===== src/fetch_pkg.sv =====
package fetch_pkg;

    localparam int INSTR_W     = 32;
    localparam int LINE_ADDR_W = 29;

    typedef logic [INSTR_W-1:0]     fetch_instr_t;
    typedef logic [LINE_ADDR_W-1:0] fetch_line_addr_t;

    // pc split into line, word in line and byte
    typedef struct packed {
        fetch_line_addr_t line;
        logic             word;
        logic [1:0]       byte_ofs;
    } fetch_pc_fields_t;

    typedef union packed {
        logic [31:0]      raw;
        fetch_pc_fields_t fields;
    } fetch_pc_t;

    // word 0 is the lower address
    typedef fetch_instr_t [1:0] fetch_line_t;

    typedef struct packed {
        fetch_pc_t pc;
        logic      req;
    } fetch_req_t;

    typedef struct packed {
        logic         ack;
        fetch_instr_t instr;
    } fetch_rsp_t;

    // finished line on its way into the cache
    typedef struct packed {
        logic             valid;
        fetch_line_addr_t addr;
        fetch_line_t      data;
    } fetch_fill_t;

endpackage


===== src/wb_pkg.sv =====
package wb_pkg;

    localparam int WB_ADR_W = 29;
    localparam int WB_DAT_W = 64;

    // master to slave addressed by line
    typedef struct packed {
        logic                cyc;
        logic                stb;
        logic                we;
        logic [WB_ADR_W-1:0] adr;
    } wb_m2s_t;

    // slave to master with one whole line per ack
    typedef struct packed {
        logic                ack;
        logic [WB_DAT_W-1:0] dat;
    } wb_s2m_t;

endpackage


===== src/fetch_line_cache.sv =====
`timescale 1ns/100ps

module fetch_line_cache #(
    parameter int CACHE_DEPTH    = 4,
    parameter int PREFETCH_DEPTH = 2
) (
    input  logic                                             clk,
    input  logic                                             reset,
    input  fetch_pkg::fetch_req_t                            req,
    output fetch_pkg::fetch_rsp_t                            rsp,
    input  fetch_pkg::fetch_fill_t                           fill,
    input  fetch_pkg::fetch_line_addr_t [PREFETCH_DEPTH-1:0] probe_addr,
    output logic [PREFETCH_DEPTH-1:0]                        probe_found,
    output logic                                             miss,
    output fetch_pkg::fetch_line_addr_t                      miss_addr
);

    import fetch_pkg::*;

    localparam int PTR_W = (CACHE_DEPTH > 1) ? $clog2(CACHE_DEPTH) : 1;

    fetch_line_addr_t       tag  [CACHE_DEPTH];
    fetch_line_t            data [CACHE_DEPTH];
    logic [CACHE_DEPTH-1:0] valid;
    logic [PTR_W-1:0]       victim;

    fetch_line_addr_t       demand_line;
    logic                   hit;
    fetch_line_t            hit_line;
    logic                   ack_q;
    fetch_instr_t           instr_q;

    assign demand_line = req.pc.fields.line;

    // demand tag compare over all entries at once
    always_comb begin
        hit      = 1'b0;
        hit_line = '0;
        for (int i = 0; i < CACHE_DEPTH; i++) begin
            if (valid[i] && tag[i] == demand_line) begin
                hit      = 1'b1;
                hit_line = data[i];
            end
        end
    end

    // prefetch probes
    always_comb begin
        for (int p = 0; p < PREFETCH_DEPTH; p++) begin
            probe_found[p] = 1'b0;
            for (int i = 0; i < CACHE_DEPTH; i++) begin
                if (valid[i] && tag[i] == probe_addr[p]) begin
                    probe_found[p] = 1'b1;
                end
            end
        end
    end

    // request still up in its ack cycle is already served
    assign miss      = req.req & ~hit & ~ack_q;
    assign miss_addr = demand_line;

    always_ff @(posedge clk) begin
        if (reset) begin
            ack_q <= 1'b0;
        end else begin
            ack_q <= req.req & hit & ~ack_q;
        end
    end

    always_ff @(posedge clk) begin
        instr_q <= hit_line[req.pc.fields.word];
    end

    assign rsp = '{ack: ack_q, instr: instr_q};

    // round-robin replacement
    always_ff @(posedge clk) begin
        if (reset) begin
            valid  <= '0;
            victim <= '0;
        end else if (fill.valid) begin
            valid[victim] <= 1'b1;
            if (victim == PTR_W'(CACHE_DEPTH - 1)) begin
                victim <= '0;
            end else begin
                victim <= victim + 1'b1;
            end
        end
    end

    always_ff @(posedge clk) begin
        if (fill.valid) begin
            tag[victim]  <= fill.addr;
            data[victim] <= fill.data;
        end
    end

endmodule


===== src/fetch_mem_access.sv =====
`timescale 1ns/100ps

module fetch_mem_access (
    input  logic                        clk,
    input  logic                        reset,
    input  logic                        start,
    input  fetch_pkg::fetch_line_addr_t start_addr,
    output logic                        busy,
    output fetch_pkg::fetch_line_addr_t busy_addr,
    output wb_pkg::wb_m2s_t             wb_out,
    input  wb_pkg::wb_s2m_t             wb_in,
    output fetch_pkg::fetch_fill_t      fill
);

    import fetch_pkg::*;

    typedef enum logic {
        IDLE,
        READING
    } state_t;

    state_t           state;
    fetch_line_addr_t adr_q;
    logic             fill_valid;
    fetch_line_t      fill_data;
    logic             take;
    logic             done;

    // busy runs through the fill cycle
    assign busy = (state == READING) | fill_valid;
    assign take = start & ~busy;
    assign done = (state == READING) & wb_in.ack;

    always_ff @(posedge clk) begin
        if (reset) begin
            state <= IDLE;
        end else begin
            case (state)
                IDLE: begin
                    if (take) begin
                        state <= READING;
                    end
                end
                READING: begin
                    if (wb_in.ack) begin
                        state <= IDLE;
                    end
                end
                default: state <= IDLE;
            endcase
        end
    end

    // address held for the whole bus cycle
    always_ff @(posedge clk) begin
        if (take) begin
            adr_q <= start_addr;
        end
    end

    always_ff @(posedge clk) begin
        if (reset) begin
            fill_valid <= 1'b0;
        end else begin
            fill_valid <= done;
        end
    end

    always_ff @(posedge clk) begin
        if (done) begin
            fill_data <= wb_in.dat;
        end
    end

    assign busy_addr = adr_q;

    assign wb_out = '{cyc: (state == READING), stb: (state == READING), we: 1'b0, adr: adr_q};
    assign fill   = '{valid: fill_valid, addr: adr_q, data: fill_data};

endmodule


===== src/fetch_next_addr.sv =====
`timescale 1ns/100ps

module fetch_next_addr #(
    parameter int PREFETCH_DEPTH = 2
) (
    input  logic                                             clk,
    input  logic                                             reset,
    input  logic                                             miss,
    input  fetch_pkg::fetch_line_addr_t                      miss_addr,
    input  fetch_pkg::fetch_rsp_t                            rsp,
    input  fetch_pkg::fetch_req_t                            req,
    output fetch_pkg::fetch_line_addr_t [PREFETCH_DEPTH-1:0] probe_addr,
    input  logic [PREFETCH_DEPTH-1:0]                        probe_found,
    input  logic                                             busy,
    input  fetch_pkg::fetch_line_addr_t                      busy_addr,
    output logic                                             start,
    output fetch_pkg::fetch_line_addr_t                      start_addr
);

    import fetch_pkg::*;

    fetch_line_addr_t last_line;
    logic             last_valid;
    logic             miss_go;
    logic             pf_go;
    fetch_line_addr_t pf_addr;

    // nothing to prefetch before the first ack
    always_ff @(posedge clk) begin
        if (reset) begin
            last_valid <= 1'b0;
        end else if (rsp.ack) begin
            last_valid <= 1'b1;
        end
    end

    always_ff @(posedge clk) begin
        if (rsp.ack) begin
            last_line <= req.pc.fields.line;
        end
    end

    always_comb begin
        for (int p = 0; p < PREFETCH_DEPTH; p++) begin
            probe_addr[p] = last_line + LINE_ADDR_W'(p + 1);
        end
    end

    // demand miss first unless that line is already on the bus
    assign miss_go = miss & ~(busy & (miss_addr == busy_addr));

    // lowest probe that is neither cached nor in flight
    always_comb begin
        pf_go   = 1'b0;
        pf_addr = probe_addr[0];
        for (int p = PREFETCH_DEPTH - 1; p >= 0; p--) begin
            if (last_valid && !probe_found[p] &&
                !(busy && probe_addr[p] == busy_addr)) begin
                pf_go   = 1'b1;
                pf_addr = probe_addr[p];
            end
        end
    end

    assign start      = ~busy & (miss_go | pf_go);
    assign start_addr = miss_go ? miss_addr : pf_addr;

endmodule


===== src/fetch_top.sv =====
`timescale 1ns/100ps

module fetch_top #(
    parameter int CACHE_DEPTH    = 4,
    parameter int PREFETCH_DEPTH = 2
) (
    input  logic                  clk,
    input  logic                  reset,
    input  fetch_pkg::fetch_req_t req,
    output fetch_pkg::fetch_rsp_t rsp,
    output wb_pkg::wb_m2s_t       wb_out,
    input  wb_pkg::wb_s2m_t       wb_in
);

    import fetch_pkg::*;

    fetch_fill_t                           fill;
    fetch_line_addr_t [PREFETCH_DEPTH-1:0] probe_addr;
    logic [PREFETCH_DEPTH-1:0]             probe_found;
    logic                                  miss;
    fetch_line_addr_t                      miss_addr;
    logic                                  busy;
    fetch_line_addr_t                      busy_addr;
    logic                                  start;
    fetch_line_addr_t                      start_addr;

    fetch_line_cache #(
        .CACHE_DEPTH    (CACHE_DEPTH),
        .PREFETCH_DEPTH (PREFETCH_DEPTH)
    ) u_cache (
        .clk         (clk),
        .reset       (reset),
        .req         (req),
        .rsp         (rsp),
        .fill        (fill),
        .probe_addr  (probe_addr),
        .probe_found (probe_found),
        .miss        (miss),
        .miss_addr   (miss_addr)
    );

    fetch_mem_access u_mem_access (
        .clk        (clk),
        .reset      (reset),
        .start      (start),
        .start_addr (start_addr),
        .busy       (busy),
        .busy_addr  (busy_addr),
        .wb_out     (wb_out),
        .wb_in      (wb_in),
        .fill       (fill)
    );

    fetch_next_addr #(
        .PREFETCH_DEPTH (PREFETCH_DEPTH)
    ) u_next_addr (
        .clk         (clk),
        .reset       (reset),
        .miss        (miss),
        .miss_addr   (miss_addr),
        .rsp         (rsp),
        .req         (req),
        .probe_addr  (probe_addr),
        .probe_found (probe_found),
        .busy        (busy),
        .busy_addr   (busy_addr),
        .start       (start),
        .start_addr  (start_addr)
    );

endmodule


===== config.mk =====
export PLATFORM = sky130hd
export DESIGN_NAME = fetch_top
export DESIGN_NICKNAME = d
export VERILOG_FILES = /design/src/fetch_pkg.sv /design/src/wb_pkg.sv /design/src/fetch_line_cache.sv /design/src/fetch_mem_access.sv /design/src/fetch_next_addr.sv /design/src/fetch_top.sv
export SDC_FILE = /design/constraint.sdc
export NUM_CORES = 1
export LEC_CHECK = 0
export CORE_ASPECT_RATIO = 2
export CORE_MARGIN = 5
export CORE_UTILIZATION = 55
export CTS_BUF_LIST = sky130_fd_sc_hd__clkbuf_8
export CTS_CLUSTER_SIZE = 24
export DETAILED_ROUTE_END_ITERATION = 10
export DONT_BUFFER_PORTS = 1
export PLACE_DENSITY = 0.73
export SYNTH_ARGS = -nofsm -noshare
export SYNTH_HDL_FRONTEND = slang
export SYNTH_HIERARCHICAL = 1
export SYNTH_SLANG_ARGS = --single-unit

===== constraint.sdc =====
create_clock -name clk -period 6.15 [get_ports clk]
set_clock_uncertainty 0.05 [all_clocks]
set_input_delay 1.23 -clock clk [delete_from_list [all_inputs] [get_ports clk]]
set_output_delay 1.23 -clock clk [all_outputs]
set_load 0.02 [all_outputs]

# Word-level counts from Yosys, hierarchy flattened
# Memory sizes are Yosys's and may differ from the RTL's.
# Cells that the tools add are included.
[word_totals]
mem_bits_ro = 0
ff_bits = 164
latchBits = 0
ram_bits = 372
elab_cells = 106
mem_count = 2
in_bits = 100
[op_classes]
div_mod_pow = 0
bitwise = 17
multipliers = 0
n_mux = 31
n_reduce_logical = 23
eq_ne = 16
magnitude_cmp = 3
n_addsub = 3
shifts = 0
[mem_list]
columns = ["memory", "depth", "word_bits", "rd", "rd_clocked_by_memory_dff", "wr", "line", "source"]
rows = [
  ["u_cache.data", 4, 64, 4, 0, 1, "fetch_line_cache.sv:23", "fetch_line_t data [CACHE_DEPTH];"],
  ["u_cache.tag", 4, 29, 4, 0, 1, "fetch_line_cache.sv:22", "fetch_line_addr_t tag [CACHE_DEPTH];"],
]
[op_table]
columns = ["op", "count"]
rows = [
  ["29-bit == test", 15],
  ["64-bit 2-to-1 mux", 4],
  ["29-bit 2-to-1 mux", 3],
  ["32-bit 2-to-1 mux", 2],
  ["29-bit by 1-bit adder with 29-bit output (second input constant)", 1],
  ["29-bit by 2-bit adder with 29-bit output (second input constant)", 1],
  ["1-bit logical AND", 19],
  ["1-bit 2-to-1 mux", 19],
  ["1-bit bitwise AND", 9],
  ["1-bit inverter", 5],
  ["1-bit logical NOT", 4],
  ["4-bit bitwise OR", 1],
  ["2-bit by 3-bit less-than comparator with 1-bit output (second input constant)", 1],
  ["2-bit by 1-bit adder with 2-bit output (second input constant)", 1],
  ["1-bit demux with 2-bit select", 1],
  ["2-bit == test (second input constant)", 1],
  ["2-bit by 1-bit greater-or-equal comparator with 1-bit output (second input constant)", 1],
  ["1-bit by 2-bit less-than comparator with 1-bit output (second input constant)", 1],
  ["2-bit 2-to-1 mux", 1],
  ["1-bit bitwise OR", 2],
  ["1-bit one-hot mux with 2 select lines", 1],
]

# Logic depth before layout (Yosys ltp)
[depth]
word_depth = 17
ltp_mapped = 19
depth_no_buf = 16

# Hierarchy
# The synthesis kept the hierarchy.
[modules_own_cells]
columns = ["module", "cells_per_inst", "seq_area_each_um2", "area_each_um2", "n_inst"]
rows = [
  ["fetch_line_cache", 1312, 11951.5, 18393.9, 1],
  ["fetch_next_addr", 601, 890.9, 4634.4, 1],
  ["fetch_mem_access", 164, 2832.7, 3349.5, 1],
]

# Worst setup path after synthesis
# OpenSTA, ideal clock, no wires.
[synth_timing]
path_kind = "register to register"
startpoint = "register u_next_addr.last_line[1]"
endpoint = "register u_mem_access.adr_q[0] (netlist: u_mem_access/busy_addr[0]) (enable)"
slack_ns = 0.392
path_stages_with_launch = 19
n_path_buf = 3
t_arrival_ns = 5.296
setup_ns = 0.412
cell_sequence = "edfxtp_1 -> ha_1 -> clkbuf_1 -> nand4_1 -> nor4_2 -> nand4_1 -> or2_2 -> xnor2_1 -> clkbuf_1 -> xor2_1 -> nor4_1 -> nand4_1 -> nor4_1 -> or4_1 -> inv_1 -> o311a_1 -> clkbuf_1 -> o21ba_2 -> nor3b_2"
[synth_lines]
columns = ["element", "line", "source"]
rows = [
  ["from (decl)", "fetch_next_addr.sv:22", "fetch_line_addr_t last_line;"],
  ["from (signal assigned)", "fetch_next_addr.sv:39", "last_line <= req.pc.fields.line;"],
  ["to (signal assigned)", "fetch_mem_access.sv:57", "adr_q <= start_addr;"],
  ["to (decl)", "fetch_mem_access.sv:23", "fetch_line_addr_t adr_q;"],
]

==> run_results.csv <==
group,metric,value,unit
pwr,power_density,259.0,nW/µm²
logic_synthesis,synth_cell_types,78,
cts,cts_max_level,3,
global_route,grt_max_degree,111,
cts,cts_root_buffer,"clkbuf_8",
logic_synthesis,syn_area_per_cell,12.70,µm²
routing,vias,18553,
logic_synthesis,synth-async-reset-ratio,0,%
routing,via_per_inst,6.586,
cts,clk_transition_reported_paths,0.07,ns
placed_design,place_ws,0.5511,ns
cts,clock-sinks,536,
logic_synthesis,ys_seq_elements,536,
layout,multi_input_area,9508,µm²
run,maxCapViolations,0,
logic_synthesis,synthAdderAreaFrac,0.3320,%
pwr,total_power,7.515,mW
global_route,grt_pass1_wl,146600,µm
worst_setup_path,crit_arrival,6.31,ns
layout,finalNonFillerCells,2817,
layout,layout-drive-gt1-share,15.21,%
die,fp.dieW,164.9,µm
layout,seq_area,15680,µm²
routing,ant_nets,0,
routing,avgRoutedWirePerCell,38.38,µm
min_path,holdCritPathClass,"reg -> reg",
timing,setup_tns,0,ns
global_route,overflow,0,
timing,hold_viol,0,
logic_synthesis,synthSimpleGateAreaFrac,11.62,%
timing,slew_viol_final,0,
logic_synthesis,synth_edf_count,494,
routing,drc,0,
placed_design,place.gp.congestion,1.140,
timing,slew_headroom,11.70,%
logic_synthesis,muxShareOfSynthArea,0.6451,%
global_route,grt_pass1_vias,18550,
timing,layout_setup_ws,0.1543,ns
pwr,ir_worst_vdd,0.3402,mV
worst_setup_path,required,6.46,ns
cts,cts_tree,"done",
placed_design,dp_cells,2672,
timing,grt_setup_unrepaired,"no",
logic_synthesis,yosysWarnings,6,
die,die_h,319.7,µm
logic_synthesis,synthXorXnorAreaFrac,16.30,%
cts,insertion_delay,0.67,ns
die,start_util,55.53,%
timing,fin_crit,5.996,ns
cts,cts_max_path_buffers,3,
logic_synthesis,synth-seq-area-share,59.43,%
die,core_area,47510,µm²
logic_synthesis,synth-compound-area-share,6.859,%
global_route,antenna_found_initial,12,
status,status,"complete, no violations",
logic_synthesis,synth_top_family_by_area,"XOR/XNOR gates",
layout,num-fill-cells,3861,
die,pin_count,165,
routing,dr.first_iter.drc_count,2312,
placed_design,hpwlAfterDp,74500,µm
placed_design,portBuffers,0,
timing,max_freq,0.1668,GHz
worst_setup_path,criticalPathCategory,"reg -> reg",
worst_setup_path,critPathCaptureType,"flop",
timing,setup_violations,0,
routing,drt_first_pass_iters,6,
global_route,grt_usage,41.21,%
cts,cts_hold_buffers,0,
logic_synthesis,postSynthCellCount,2077,
layout,finalNetCount,2223,
cts,numCtsBuffers,74,
worst_setup_path,crit_fanout,20,
logic_synthesis,syn_nets,2184,
routing,drt_wl_total,108100,µm
timing,worst_pin_slew,1.315,ns
layout,syn_to_final_growth,9.980,%
worst_setup_path,startpoint_type,"flop",
logic_synthesis,synth_area,26380,µm²
die,rows,113,
logic_synthesis,synth_flop_cell,"edfxtp_1",
pwr,leakagePower,9.646,nW
timing,hold_ws,0.4422,ns
timing,fin_crit_sh,97.49,%
die,die_area,52710,µm²
==> layer usage <==
layer	share of wire [%]	global-route usage [%]
met1	29	40.26
met2	48	65.19
met3	10	15.23
met4	13	39.98
met5	0.033	0
==> cell type report <==
type | count | share of cell area (%)
Antenna cell | 9 | 0.07763
Clock buffer | 84 | 3.985
Timing Repair Buffer | 174 | 4.675
Multi-Input combinational cell | 1315 | 32.77
Tap cell | 632 | 2.726
Sequential cell | 536 | 54.04
Clock inverter | 52 | 1.531
Inverter | 15 | 0.1941
==> final timing paths <==
kind	start	endpoint	slack, ns	depth (start not counted)
setup / recovery	u_next_addr/last_line[4]	u_mem_access/busy_addr[14]	0.15	19
hold / removal	u_mem_access/fill[8]	u_cache/data[0][8]	0.44	0
setup reg to reg	u_next_addr/last_line[4]	u_mem_access/busy_addr[14]	0.15	19
hold reg to reg	u_mem_access/fill[8]	u_cache/data[0][8]	0.44	0
==> cell usage in the layout, fill, tap and decap left out, types with 6 or more instances in the layout <==
cell	count
edfxtp_1	494
and3_1	56
nor2_1	83
mux2i_1	17
a2bb2oi_1	7
and2_1	11
nand2b_1	21
clkinv_1	7
xor2_1	243
o211ai_1	11
nor2b_1	6
ha_1	7
buf_4	170
o21ai_1	10
bufinv_16	7
inv_1	35
clkbuf_8	84
a21oi_1	19
nand3_1	71
nand2_1	86
nor4_1	86
xnor2_1	237
a211oi_1	29
nor3_1	16
dfxtp_1	41
a221oi_1	39
nand4_1	75
o21ai_0	54
clkinv_2	10
o221a_2	15
diode_2	9
o32ai_1	16
a311oi_1	9
==> power by group <==
part	internal [mW]	leakage (nW)	switching, mW
Clock	1.57	0.889	1.41
Combinational	0.129	3.94	0.210
Sequential	4.05	4.81	0.144
Total	5.75	9.65	1.77
==> kinds of logic (layout without fill, tap and decap cells) <==
family	count (synthesis)	count (layout)
other cells	1	10
compound gates	244	244
flops	536	536
simple gates	560	560
buf+inv	226	325
mux	17	17
fa+ha+maj	7	7
xor+xnor	486	486
==> flip-flops by register name, indices dropped and copies added (netlist names) <==
register and count:
u_mem_access/fill_valid 1, u_cache/victim 2, u_mem_access/fill 64, u_mem_access/busy_addr 29
u_next_addr/last_line 29, u_next_addr/last_valid 1, u_cache/instr_q 32, u_mem_access/state 1
u_cache/tag 116, u_cache/ack_q 1, u_cache/valid 4, u_cache/data 256
==> cell usage after synthesis (3+ instances only) <==
cell       number  area share, %
or3_1           3          0.071
or4_1           5           0.14
a31oi_1         5           0.12
xnor2_1       240            8.0
o211ai_1       11           0.31
nor2_1         83            1.2
a311oi_1        9           0.30
nand2b_1       21           0.50
nand4b_1        3           0.10
dfxtp_1        42            3.2
or2_2           5           0.12
o32ai_1        16           0.53
buf_2          24           0.46
a211oi_1       29           0.83
a32oi_1         3           0.10
buf_4         100            2.8
nand4_1        75            1.8
nor2b_1         6           0.14
and3_1         56            1.3
mux2i_1        17           0.65
and2_1         18           0.43
nand3_1        71            1.3
inv_1          14           0.20
o221a_2        15           0.64
xor2_1        243            8.1
edfxtp_1      494             56
clkbuf_1       84            1.2
a21oi_1        19           0.36
a2bb2oi_1       7           0.23
o21ai_1        10           0.19
nor3_1         17           0.32
nand2_1        87            1.2
o21ai_0        55            1.0
nor4_1         87            2.1
ha_1            7           0.33
and4_1          5           0.17
a221oi_1       39            1.3
==> per-stage QoR <==
step                area (µm²)  util [%]
finish                   29010     61.07
global route             28990     61.03
CTS                      28980     61.00
detailed placement       27380     57.63
global placement         27380     57.63
floorplan                26380         -
==> what timing repair did <==
item / 4_1_cts / 5_1_grt
endpoints found under the setup margin: 0 / 30
resized for setup: 0 / 1
setup buffers: 0 / 0
endpoints found under the hold margin: 0 / 0
==> critical path: stages (launching register included) <==
cell and delay, ns:
edfxtp_1 0.76, nand4_1 0.29, nor2_1 1.02, nand3_1 0.34, xnor2_1 0.28, buf_4 0.22
xor2_1 0.16, buf_4 0.18, nor4_1 0.06, buf_4 0.15, nand4_1 0.08, buf_4 0.16
nor4_1 0.05, buf_4 0.16, or4_1 0.43, inv_1 0.08, o311a_1 0.24, o21ba_2 0.33
nor3b_4 0.36, buf_12 0.22
Note: power is estimated with default switching activity, not from simulation.
